[src/hdl/rom_pkg.sv]
/* Video timing, ROM map and width constants shared by the graphics fetch path.
   Imported by every RTL module of the ROM fetch path */
`default_nettype none

package rom_pkg;

    localparam int ROM_AW = 22;             // SDRAM word address
    localparam int ROM_DW = 16;

    typedef logic [8:0]        hpos_t;
    typedef logic [8:0]        vpos_t;
    typedef logic [8:0]        scroll_t;
    typedef logic [ROM_AW-1:0] rom_addr_t;
    typedef logic [ROM_DW-1:0] rom_data_t;

    // Horizontal timing in 6 MHz dots
    localparam hpos_t H_TOTAL   = 9'd384;
    localparam hpos_t H_VISIBLE = 9'd256;
    localparam hpos_t HS_START  = 9'd296;
    localparam hpos_t HS_END    = 9'd328;

    // Vertical timing in lines
    localparam vpos_t V_TOTAL   = 9'd262;
    localparam vpos_t V_VISIBLE = 9'd224;
    localparam vpos_t VS_START  = 9'd232;
    localparam vpos_t VS_END    = 9'd235;

    localparam int NUM_LAYERS = 3;
    localparam int LAYER_W    = $clog2(NUM_LAYERS);
    localparam int LAYER_CHAR = 0;
    localparam int LAYER_SCR1 = 1;
    localparam int LAYER_SCR2 = 2;

    // Each layer owns a 1M word region
    localparam rom_addr_t CHAR_BASE = 22'h00_0000;
    localparam rom_addr_t SCR1_BASE = 22'h10_0000;
    localparam rom_addr_t SCR2_BASE = 22'h20_0000;

endpackage

`default_nettype wire

[src/hdl/clk_en_gen.sv]
/* Pixel-rate clock enables derived from the master clock.
   cen12 pulses every other cycle, cen6 one cycle in four */
`timescale 1ns/1ps
`default_nettype none

module clk_en_gen (
    input  wire  clk,
    input  wire  arst_n,
    output logic cen12,
    output logic cen6
);

    logic [1:0] cnt;

    always_ff @(posedge clk or negedge arst_n) begin
        if (!arst_n) begin
            cnt   <= '0;
            cen12 <= 1'b0;
            cen6  <= 1'b0;
        end else begin
            cnt   <= cnt + 2'd1;
            cen12 <= ~cnt[0];
            cen6  <= (cnt == 2'd3);     // Registered so the enables are glitch free
        end
    end

endmodule

`default_nettype wire

[src/hdl/video_timer.sv]
/* Beam counters with registered blanking and sync flags.
   The counters advance on cen6 and the flags are decoded from the next count */
`timescale 1ns/1ps
`default_nettype none

module video_timer import rom_pkg::*; (
    input  wire   clk,
    input  wire   arst_n,
    input  wire   cen6,
    output hpos_t h,
    output vpos_t v,
    output logic  lhbl,
    output logic  lvbl,
    output logic  hs,
    output logic  vs
);

    hpos_t h_nxt;
    vpos_t v_nxt;
    logic  h_wrap;

    always_comb begin
        h_wrap = (h == H_TOTAL - 9'd1);
        h_nxt  = h_wrap ? '0 : h + 9'd1;
        if (h_wrap) begin
            v_nxt = (v == V_TOTAL - 9'd1) ? '0 : v + 9'd1;
        end else begin
            v_nxt = v;
        end
    end

    // Flags use the next count so they move together with h and v
    always_ff @(posedge clk or negedge arst_n) begin
        if (!arst_n) begin
            h    <= '0;
            v    <= '0;
            lhbl <= 1'b1;       // Beam starts at the top left visible dot
            lvbl <= 1'b1;
            hs   <= 1'b0;
            vs   <= 1'b0;
        end else if (cen6) begin
            h    <= h_nxt;
            v    <= v_nxt;
            lhbl <= (h_nxt < H_VISIBLE);
            lvbl <= (v_nxt < V_VISIBLE);
            hs   <= (h_nxt >= HS_START) && (h_nxt < HS_END);
            vs   <= (v_nxt >= VS_START) && (v_nxt < VS_END);
        end
    end

endmodule

`default_nettype wire

[src/hdl/tile_fetch.sv]
/* Tile-row ROM address generation for the char and two scroll layers.
   Addresses reload at each 8-dot tile boundary, one clk after the cen6 event */
`timescale 1ns/1ps
`default_nettype none

module tile_fetch import rom_pkg::*; (
    input  wire                             clk,
    input  wire                             arst_n,
    input  wire                             cen6,
    input  hpos_t                           h,
    input  vpos_t                           v,
    input  wire                             lvbl,
    input  scroll_t                         scr1_h,
    input  scroll_t                         scr2_h,
    input  scroll_t                         scr_v,
    output rom_addr_t [NUM_LAYERS-1:0]      layer_addr,
    output logic      [NUM_LAYERS-1:0]      layer_cs
);

    hpos_t sh1;
    hpos_t sh2;
    vpos_t sv;
    logic  tile_edge;
    logic  addr_vld;

    // Scroll layers share one map layout, 16-line tiles of 8 dots
    function automatic rom_addr_t scr_addr(input rom_addr_t base, input hpos_t hs_pos,
                                           input vpos_t vs_pos);
        return base + rom_addr_t'({vs_pos[8:4], 9'd0}) + rom_addr_t'({hs_pos[8:3], 4'd0})
             + rom_addr_t'(vs_pos[3:0]);
    endfunction

    assign sv  = v + scr_v;     // All wrap modulo 512
    assign sh1 = h + scr1_h;
    assign sh2 = h + scr2_h;

    assign tile_edge = cen6 && (h[2:0] == 3'd0);

    // Tile starting at h is the next one drawn
    always_ff @(posedge clk) begin
        if (tile_edge) begin
            layer_addr[LAYER_CHAR] <= CHAR_BASE + rom_addr_t'({v[8:3], 6'd0})
                                    + rom_addr_t'({h[8:3], 3'd0}) + rom_addr_t'(v[2:0]);
            layer_addr[LAYER_SCR1] <= scr_addr(SCR1_BASE, sh1, sv);
            layer_addr[LAYER_SCR2] <= scr_addr(SCR2_BASE, sh2, sv);
        end
    end

    // Addresses are meaningless until the first boundary after reset
    always_ff @(posedge clk or negedge arst_n) begin
        if (!arst_n) begin
            addr_vld <= 1'b0;
        end else if (tile_edge) begin
            addr_vld <= 1'b1;
        end
    end

    assign layer_cs = {NUM_LAYERS{lvbl & addr_vld}};

endmodule

`default_nettype wire

[src/hdl/rom_slot.sv]
/* One-word address-tagged ROM cache for a single graphics layer.
   A miss raises a level request that the arbiter ends with a done pulse */
`timescale 1ns/1ps
`default_nettype none

module rom_slot import rom_pkg::*; (
    input  wire       clk,
    input  wire       arst_n,
    input  wire       cs,
    input  rom_addr_t addr,
    output logic      req,
    output rom_addr_t req_addr,
    input  wire       done,
    input  rom_data_t din,
    output rom_data_t dout,
    output logic      data_ok
);

    rom_addr_t tag;
    logic      valid;
    logic      miss;

    // Address is ignored while a fill is pending
    assign miss = cs && !req && (!valid || (addr != tag));

    always_ff @(posedge clk or negedge arst_n) begin
        if (!arst_n) begin
            valid   <= 1'b0;
            req     <= 1'b0;
            data_ok <= 1'b0;
        end else if (done) begin
            valid   <= 1'b1;
            req     <= 1'b0;
            data_ok <= 1'b1;
        end else if (miss) begin
            req     <= 1'b1;
            data_ok <= 1'b0;    // Held low until the fill lands
        end
    end

    always_ff @(posedge clk) begin
        if (miss) begin
            req_addr <= addr;
        end
        if (done) begin
            tag  <= req_addr;   // Tag follows the word actually fetched
            dout <= din;
        end
    end

endmodule

`default_nettype wire

[src/hdl/sdram_arbiter.sv]
/* Round-robin arbiter between the ROM slots and one SDRAM read port.
   Carries one read at a time over a four-phase req/ack handshake */
`timescale 1ns/1ps
`default_nettype none

module sdram_arbiter import rom_pkg::*; (
    input  wire                         clk,
    input  wire                         arst_n,
    input  wire  [NUM_LAYERS-1:0]       slot_req,
    input  rom_addr_t [NUM_LAYERS-1:0]  slot_addr,
    output logic [NUM_LAYERS-1:0]       slot_done,
    output rom_data_t                   slot_data,
    output logic                        sdram_req,
    output rom_addr_t                   sdram_addr,
    input  wire                         sdram_ack,
    input  rom_data_t                   sdram_data
);

    typedef enum logic [1:0] {
        ST_IDLE,
        ST_WAIT_HI,
        ST_WAIT_LO,
        ST_DONE
    } arb_state_t;

    arb_state_t         state;
    logic [LAYER_W-1:0] rr_ptr;     // First slot to look at
    logic [LAYER_W-1:0] cur;
    logic [LAYER_W-1:0] pick;
    logic               any_req;

    function automatic logic [LAYER_W-1:0] wrap_idx(input logic [LAYER_W-1:0] base,
                                                    input int off);
        int sum;
        sum = int'(base) + off;
        if (sum >= NUM_LAYERS) begin
            sum = sum - NUM_LAYERS;
        end
        return LAYER_W'(sum);
    endfunction

    // Scan downwards so the slot closest to rr_ptr wins
    always_comb begin
        pick    = rr_ptr;
        any_req = 1'b0;
        for (int k = NUM_LAYERS - 1; k >= 0; k--) begin
            if (slot_req[wrap_idx(rr_ptr, k)]) begin
                pick    = wrap_idx(rr_ptr, k);
                any_req = 1'b1;
            end
        end
    end

    always_ff @(posedge clk or negedge arst_n) begin
        if (!arst_n) begin
            state     <= ST_IDLE;
            sdram_req <= 1'b0;
            cur       <= '0;
            rr_ptr    <= '0;
        end else begin
            case (state)
                ST_IDLE: if (any_req) begin
                    sdram_req <= 1'b1;
                    cur       <= pick;
                    state     <= ST_WAIT_HI;
                end
                ST_WAIT_HI: if (sdram_ack) begin
                    sdram_req <= 1'b0;
                    state     <= ST_WAIT_LO;
                end
                ST_WAIT_LO: if (!sdram_ack) state <= ST_DONE;
                ST_DONE: begin
                    rr_ptr <= wrap_idx(cur, 1);
                    state  <= ST_IDLE;
                end
                default: state <= ST_IDLE;
            endcase
        end
    end

    always_ff @(posedge clk) begin
        if (state == ST_IDLE && any_req) begin
            sdram_addr <= slot_addr[pick];  // Stable until the next grant
        end
        if (state == ST_WAIT_HI && sdram_ack) begin
            slot_data <= sdram_data;
        end
    end

    always_comb begin
        slot_done = '0;
        if (state == ST_DONE) begin
            slot_done[cur] = 1'b1;
        end
    end

endmodule

`default_nettype wire

[src/hdl/game_rom_top.sv]
/* Graphics ROM fetch path of the game core.
   Video timing drives three cached layer slots that share one SDRAM read port */
`timescale 1ns/1ps
`default_nettype none

module game_rom_top import rom_pkg::*; (
    input  wire                         clk,
    input  wire                         arst_n,
    input  scroll_t                     scr1_h,
    input  scroll_t                     scr2_h,
    input  scroll_t                     scr_v,
    output logic                        sdram_req,
    output rom_addr_t                   sdram_addr,
    input  wire                         sdram_ack,
    input  rom_data_t                   sdram_data,
    output logic                        cen6,
    output hpos_t                       h,
    output vpos_t                       v,
    output logic                        lhbl,
    output logic                        lvbl,
    output logic                        hs,
    output logic                        vs,
    output rom_data_t [NUM_LAYERS-1:0]  layer_data,
    output logic      [NUM_LAYERS-1:0]  layer_ok
);

    rom_addr_t [NUM_LAYERS-1:0] layer_addr;
    logic      [NUM_LAYERS-1:0] layer_cs;
    logic      [NUM_LAYERS-1:0] slot_req;
    rom_addr_t [NUM_LAYERS-1:0] slot_addr;
    logic      [NUM_LAYERS-1:0] slot_done;
    rom_data_t                  slot_data;

    clk_en_gen u_cen (
        .clk    ( clk    ),
        .arst_n ( arst_n ),
        .cen12  (        ),     // Kept for the pixel mixer, not used here
        .cen6   ( cen6   )
    );

    video_timer u_timer (
        .clk    ( clk    ),
        .arst_n ( arst_n ),
        .cen6   ( cen6   ),
        .h      ( h      ),
        .v      ( v      ),
        .lhbl   ( lhbl   ),
        .lvbl   ( lvbl   ),
        .hs     ( hs     ),
        .vs     ( vs     )
    );

    tile_fetch u_fetch (
        .clk        ( clk        ),
        .arst_n     ( arst_n     ),
        .cen6       ( cen6       ),
        .h          ( h          ),
        .v          ( v          ),
        .lvbl       ( lvbl       ),
        .scr1_h     ( scr1_h     ),
        .scr2_h     ( scr2_h     ),
        .scr_v      ( scr_v      ),
        .layer_addr ( layer_addr ),
        .layer_cs   ( layer_cs   )
    );

    // One cache slot per layer, index matches LAYER_*
    for (genvar i = 0; i < NUM_LAYERS; i++) begin : g_slot
        rom_slot u_slot (
            .clk      ( clk           ),
            .arst_n   ( arst_n        ),
            .cs       ( layer_cs[i]   ),
            .addr     ( layer_addr[i] ),
            .req      ( slot_req[i]   ),
            .req_addr ( slot_addr[i]  ),
            .done     ( slot_done[i]  ),
            .din      ( slot_data     ),
            .dout     ( layer_data[i] ),
            .data_ok  ( layer_ok[i]   )
        );
    end

    sdram_arbiter u_arb (
        .clk        ( clk        ),
        .arst_n     ( arst_n     ),
        .slot_req   ( slot_req   ),
        .slot_addr  ( slot_addr  ),
        .slot_done  ( slot_done  ),
        .slot_data  ( slot_data  ),
        .sdram_req  ( sdram_req  ),
        .sdram_addr ( sdram_addr ),
        .sdram_ack  ( sdram_ack  ),
        .sdram_data ( sdram_data )
    );

endmodule

`default_nettype wire

[config.mk]
export PLATFORM = sky130hd
export DESIGN_NAME = game_rom_top
export DESIGN_NICKNAME = d
export VERILOG_FILES = /design/src/hdl/rom_pkg.sv /design/src/hdl/clk_en_gen.sv /design/src/hdl/video_timer.sv /design/src/hdl/tile_fetch.sv /design/src/hdl/rom_slot.sv /design/src/hdl/sdram_arbiter.sv /design/src/hdl/game_rom_top.sv
export SDC_FILE = /design/constraint.sdc
export NUM_CORES = 1
export LEC_CHECK = 0
export ABC_AREA = 0
export CAP_MARGIN = 20
export CORE_MARGIN = 3
export CORE_UTILIZATION = 50
export DETAILED_ROUTE_END_ITERATION = 10
export DONT_BUFFER_PORTS = 1
export SLEW_MARGIN = 30
export SYNTH_ARGS = -nofsm -noshare
export SYNTH_HDL_FRONTEND = slang
export SYNTH_SLANG_ARGS = --single-unit
[constraint.sdc]
create_clock -name clk -period 3.2 [get_ports clk]
set_clock_uncertainty 0.15 [all_clocks]
set_input_delay 0.96 -clock clk [delete_from_list [all_inputs] [get_ports clk]]
set_output_delay 0.96 -clock clk [all_outputs]
set_load 0.005 [all_outputs]
==> impl_metrics.json, run 1 <==
{
  "crit_type": "register to register",
  "worst_pin_slew_ps": 814.0,
  "finalNetCount": 853,
  "clockPowerShare_pct": 30.9,
  "cp_slowest_cell": "ha_1",
  "clock-sinks": 248,
  "switching_power_uw": 2519,
  "grt_pass1_vias": 6018,
  "postPlaceCellArea_um2": 11190,
  "synth_top_area_share_pct": 57.49,
  "firstDrtPassIters": 4,
  "fmax_ghz": 0.3390,
  "synthesis.instances": 725,
  "crit_family": "compound AO/OA/AOI/OAI gates",
  "r2r-end": "u_arb.sdram_addr[13]",
  "cpPeakStageDelay_ps": 460,
  "instances_no_fill": 1054,
  "slew_headroom_pct": 45.23,
  "ir_drop_v": 0.0004274,
  "r2r_setup_slack_ps": 250,
  "ys_top_cells_by_area": "edfxtp_1, dfrtp_1, xnor2_1",
  "setup_slack_ps": 250.2,
  "hold_class": "input port to async pin",
  "cts_buffers": 26,
  "ys_seq_area_share_pct": 67.28,
  "reg2reg_depth": 8,
  "finalCriticalPeriod_ps": 2950,
  "place_ws_ps": -148.4,
  "routabilityCongestion": 0.9007,
  "drive_gt1_share_pct": 12.58,
  "ys_types": 71,
  "async_flop_share_pct": 16.94,
  "grt_usage_pct": 18.09,
  "io_buffers": 0,
  "required_ps": 3300,
  "grt_setup_unrepaired": "false",
  "drt-total-wl_um": 21370,
  "clk_path_buf_depth": 3,
  "worst_hold_slack_ps": 125.9,
  "cp-start-kind": "register",
  "combPwrFrac_pct": 19.2,
  "power.internal_uw": 6649,
  "p_leak_uw": 0.004320,
  "ys_ff_latch": 248,
  "wl_per_cell_um": 20.28,
  "die_w_um": 152.7,
  "clk_latency_ps": 510,
  "grt_pass1_wl_um": 33820,
  "rows": 53,
  "drv_cap": 0,
  "finalHoldViolCount": 0,
  "final_antenna_net_count": 0,
  "timing.rr.start": "u_arb.rr_ptr[0]",
  "yosys_warnings": 0,
  "ctsResizeCount": 0,
  "crit_path_max_fanout": 16,
  "n_antenna_cell": 0,
  "worst-path-buf-inv": 1,
  "startpoint": "u_arb.rr_ptr[0]",
  "drt_iter0_markers": 342,
  "core_um2": 21090,
  "post-route-period-util_pct": 92.18,
  "fin_setup_tns_ps": 0,
  "fin_area_um2": 12030,
  "initial_utilization_pct": 51.03,
  "swShare_pct": 27.48,
  "synth_commonest_cells": "edfxtp_1, xnor2_1, ha_1",
  "drc": 0,
  "post_cts.repair.setup_buffers": 0,
  "synth.avg_cell_area_um2": 14.84,
  "ioPinCount": 143,
  "tritoncts": "built",
  "clockRootBuffer": "clkbuf_16",
  "dp_hpwl_um": 15790,
  "multi_input_area_um2": 3232,
  "report.final.slew_viol_count": 0,
  "via_count": 5794,
  "vias_per_cell": 5.497,
  "synth_edf_count": 206,
  "p_per_area_nw_per_um2": 762.0,
  "h-tree-depth": 1,
  "yosysMostFrequentCell": "edfxtp_1",
  "clk_pin_slew_ps": 60,
  "setup_violations": 0,
  "yosys.area.top_type": "edfxtp_1",
  "synth-main-ff-cell": "edfxtp_1",
  "fillerInstances": 1664,
  "ff_latch_area_um2": 7239,
  "die_y_um": 152.7,
  "power_frac_seq_pct": 49.9,
  "arrival_ps": 3050,
  "syn-cell-area_um2": 10760,
  "grt_antenna_before_repair": 0,
  "dieArea_um2": 23320,
  "area_delta_synth_final_pct": 11.81,
  "status": "finished clean",
  "placed_cells": 1006,
  "grt_max_degree": 41,
  "crit_chain": "inv_1, ha_1, mux2i_1, o32a_1, a211oi_2, o221ai_2, and2_1, a22o_1",
  "end_kind": "register",
  "grt-ovfl-total": 0
}
==> routing by layer <==
layer	vias to the layer above	wire length, um	GRT usage, %
met3	27	1412	4.771
met2	174	10380	30.45
li1	2755	-	-
met1	2838	9236	23.76
met5	-	0	0
met4	0	346	4.285
==> registers in the layout (all words and copies together), names as in the netlist, 2 cells and up <==
register,flops
g_slot.u_slot.dout,48
g_slot.u_slot.req_addr,43
g_slot.u_slot.tag,43
u_fetch.layer_addr,39
u_arb.sdram_addr,17
u_arb.slot_data,16
u_timer.h,9
u_timer.v,9
g_slot.u_slot.data_ok,3
g_slot.u_slot.req,3
g_slot.u_slot.valid,3
u_arb.cur,2
u_arb.rr_ptr,2
u_arb.state,2
u_cen.cnt,2
==> worst register-to-register path: stages, from the launching register on <==
cell,delay (ps)
dfrtp_1,400
inv_1,90
ha_1,460
mux2i_1,140
o32a_1,330
a211oi_2,250
o221ai_2,140
and2_1,430
a22o_1,320
==> through the flow <==
| step | util, % | total power (uW) |
|---|---|---|
| 6_report | 57.05 | 9168 |
| 5_1_grt | 57.05 | 9622 |
| 4_1_cts | 57.05 | 9289 |
| 3_5_place_dp | 53.07 | 6404 |
| 3_3_place_gp | 53.04 | 6318 |
| 2_1_floorplan | - | 5930 |
==> repair_timing <==
action	in CTS	in global routing
hold buffers	1	0
endpoints found under the setup margin	0	0
endpoints found under the hold margin	40	0
==> power groups by stage <==
stage / Clock [uW] / Sequential, uW / Combinational, uW
floorplan: 0 / 4500 / 1430
global route: 3060 / 4630 / 1930
CTS: 2920 / 4590 / 1790
detailed placement: 0 / 4640 / 1760
finish: 2840 / 4570 / 1760
global placement: 0 / 4610 / 1710
==> how the worst max path moves through the flow <==
stage | end | slack, ps | cells after the start
finish | u_arb.sdram_addr[13] | 250 | 8
global route | u_arb.sdram_addr[13] | 90 | 8
CTS | u_arb.sdram_addr[13] | 230 | 8
detailed placement | u_fetch.layer_addr[35] | -150 | 11
global placement | u_fetch.layer_addr[35] | -120 | 11
floorplan | u_fetch.layer_addr[57] | 30 | 11
==> cell type report <==
class	instances	area share (%)
multi-input combinational	417	26.86
timing repair buffer	32	2.267
inverter	35	1.092
clock inverter	11	0.8527
tap	275	2.860
clock buffer	36	5.896
sequential	248	60.17
==> cell families (layout without fill, tap and decap cells) <==
kind of cell / Yosys count / in the layout / synth area share [%]
flops: 248 / 248 / 67.28
simple gates: 136 / 136 / 6.523
compound gates: 122 / 122 / 8.337
xor+xnor: 79 / 79 / 6.430
buf+inv: 64 / 114 / 3.116
fa+ha+maj: 48 / 48 / 5.709
mux: 27 / 27 / 2.570
other cells: 1 / 5 / 0.03485
==> cells in the final DEF (no fill, tap or decap), drive strengths merged, types with 5 or more instances in the layout <==
cell | Yosys | final
dfrtp | 40 | 40
buf | 21 | 32
inv | 35 | 35
nand4 | 14 | 14
mux2i | 22 | 22
nor3 | 9 | 9
clkinv | 0 | 8
nor2 | 36 | 36
o21a | 5 | 5
nand3 | 13 | 13
nor2b | 6 | 6
xnor2 | 66 | 66
nand2 | 24 | 24
mux2 | 5 | 5
edfxtp | 206 | 206
a21oi | 25 | 25
o21ai | 35 | 35
xor2 | 13 | 13
and2 | 8 | 8
conb | 1 | 5
clkbuf | 8 | 36
ha | 45 | 45
o2bb2ai | 15 | 15
o22ai | 5 | 5
Note: power is estimated with default switching activity, not from simulation.
==> inputs of run 2 (changes only) <==
Settings changed: ABC_AREA 0 to 1.
==> impl_metrics.json, run 2 <==
{
  "switching_power_uw": 2575,
  "clockPowerShare_pct": 32.0,
  "ys_seq_area_share_pct": 65.06,
  "status": "finished clean",
  "drive_gt1_share_pct": 8.585,
  "routabilityCongestion": 0.8601,
  "report.final.slew_viol_count": 0,
  "crit_family": "adder cells",
  "post-route-period-util_pct": 85.95,
  "synth_top_area_share_pct": 55.59,
  "finalNetCount": 1134,
  "worst_hold_slack_ps": 132.6,
  "grt_antenna_before_repair": 0,
  "n_antenna_cell": 0,
  "syn-cell-area_um2": 11130,
  "clk_latency_ps": 520,
  "die_y_um": 155.2,
  "dp_hpwl_um": 16920,
  "vias_per_cell": 5.151,
  "finalCriticalPeriod_ps": 2750,
  "synth_edf_count": 206,
  "setup_violations": 0,
  "crit_chain": "ha_1, nand2_1, inv_1, o21ai_0, nand3b_1, xor2_1, ha_1, inv_1, nor2_1, nand2_1, nand2_1, nand2_1",
  "clockRootBuffer": "clkbuf_16",
  "cp-start-kind": "register",
  "crit_path_max_fanout": 6,
  "p_leak_uw": 0.005310,
  "synthesis.instances": 1005,
  "ir_drop_v": 0.0003706,
  "largest_reg_flops": 48,
  "drt-total-wl_um": 23330,
  "via_count": 6876,
  "reg_top3": "g_slot.u_slot.dout x48, g_slot.u_slot.req_addr x43, g_slot.u_slot.tag x43",
  "grt_pass1_vias": 6660,
  "initial_utilization_pct": 51.95,
  "r2r_setup_slack_ps": 450,
  "final_cell_mix": "nand2_1, edfxtp_1, inv_1",
  "grt_pass1_wl_um": 36560,
  "rows": 53,
  "grt_max_degree": 41,
  "regMostFlops": "g_slot.u_slot.dout",
  "combPwrFrac_pct": 18.1,
  "power_frac_seq_pct": 49.9,
  "end_kind": "register",
  "ioPinCount": 143,
  "io_buffers": 0,
  "crit_type": "register to register",
  "cts_buffers": 26,
  "drv_cap": 0,
  "power.internal_uw": 6371,
  "core_um2": 21420,
  "ys_ff_latch": 248,
  "worst-path-buf-inv": 2,
  "arrival_ps": 2870,
  "clk_path_buf_depth": 3,
  "synth_commonest_cells": "nand2_1, edfxtp_1, inv_1",
  "firstDrtPassIters": 5,
  "ys_top_cells_by_area": "edfxtp_1, dfrtp_1, nand2_1",
  "worst_path_most_repeated_cell": "nand2_1",
  "h-tree-depth": 1,
  "fin_setup_tns_ps": 0,
  "die_w_um": 155.2,
  "wl_per_cell_um": 17.47,
  "drt_iter0_markers": 454,
  "synth-main-ff-cell": "edfxtp_1",
  "synth.avg_cell_area_um2": 11.07,
  "final_antenna_net_count": 0,
  "power.total_uw": 8947,
  "grt-ovfl-total": 0,
  "dieArea_um2": 24080,
  "ys_types": 35,
  "slew_headroom_pct": 47.20,
  "clk_pin_slew_ps": 60,
  "clock-sinks": 248,
  "grt_usage_pct": 19.36,
  "yosysMostFrequentCell": "nand2_1",
  "area_delta_synth_final_pct": 11.34,
  "required_ps": 3320,
  "swShare_pct": 28.78,
  "fmax_ghz": 0.3636,
  "async_flop_share_pct": 16.94,
  "finalHoldViolCount": 0,
  "cp_slowest_cell": "dfrtp_1",
  "yosys_warnings": 0,
  "yosys.area.top_type": "edfxtp_1",
  "final_common_cell": "nand2_1",
  "worst_pin_slew_ps": 791.1,
  "tritoncts": "built",
  "cpPeakStageDelay_ps": 490,
  "p_per_area_nw_per_um2": 722.0,
  "drc": 0,
  "grt_setup_unrepaired": "false",
  "hold_class": "input port to async pin"
}
==> run 2: cell count changes after synthesis, moves of 15 or more <==
cell / previous run / this run
nand2_1: 24 / 260
inv_1: 35 / 133
nand3_1: 13 / 62
xnor2_1: 66 / 17
nor2_1: 35 / 68
mux2i_1: 22 / 0
nand3b_1: 2 / 17
==> run 2: routing by layer <==
layer  up-vias  part of all wire (%)  track usage [%]
li1       3412                     -                -
met1      3175                    44            26.85
met2       257                    45            30.88
met3        32                   8.4            5.007
met4         0                   2.0            4.919
met5         -                     0                0
==> run 2: what timing repair did <==
item                      4_1_cts  5_1_grt
resized for setup               0        0
hold buffers                    1        0
setup buffers                   0        0
hold endpoints to repair       40        0
==> run 2: path summary, 6_finish.rpt <==
| kind | start | endpoint | depth (start not counted) |
|---|---|---|---|
| setup / recovery | u_timer.v[3] | u_fetch.layer_addr[35] | 12 |
| hold / removal | arst_n | u_timer.lvbl | 0 |
| setup reg to reg | u_timer.v[3] | u_fetch.layer_addr[35] | 12 |
| hold reg to reg | u_cen.cnt[0] | u_cen.cnt[0] | 1 |
| max in group asynchronous | arst_n | u_arb.sdram_req | 1 |
| min in group clk | u_cen.cnt[0] | u_cen.cnt[0] | 1 |
==> run 2: logic make-up after synthesis <==
logic type      after synthesis  share of synthesized area, %
buf+inv                     155                         5.667
simple gates                444                         17.31
flops                       248                         65.06
compound gates               72                         3.519
other cells                   1                       0.03370
xor+xnor                     38                         2.991
fa+ha+maj                    47                         5.419
==> run 2: worst reg2reg max path, cell delays in order, from the launching register on <==
cell and delay (ps):
dfrtp_1 490, ha_1 430, nand2_1 70, inv_1 90, o21ai_0 80, nand3b_1 180
xor2_1 340, ha_1 250, inv_1 50, nor2_1 180, nand2_1 90, nand2_1 60
nand2_1 50
==> run 2: power groups by stage <==
stage                     logic, uW  registers [uW]  clock network, uW
after floorplan                1190            4430                  0
after global placement         1600            4520                  0
after detailed placement       1620            4530                  0
after CTS                      1650            4470               2960
after global routing           1830            4520               3080
final                          1620            4460               2870
==> run 2: area by class of cell <==
type / instances / area [um^2]
multi-input cells: 606 / 3276
clock buffers: 29 / 683.2
inverters: 136 / 510.5
fillers: 1776 / 9029
clock inverters: 18 / 145.1
flip-flops and latches: 248 / 7239
well taps: 275 / 344.1
repair buffers: 23 / 192.7
==> run 2: per-stage QoR <==
step | cells | utilization, % | cell area (um^2) | setup WS (ps)
2_1_floorplan | 1009 | - | 11140 | 109.9
3_3_place_gp | 1287 | 53.85 | 11530 | 74.52
3_5_place_dp | 1287 | 53.85 | 11530 | 12.95
4_1_cts | 1335 | 57.85 | 12390 | 459.9
5_1_grt | 1335 | 57.85 | 12390 | 233.8
6_report | 1335 | 57.85 | 12390 | 449.6
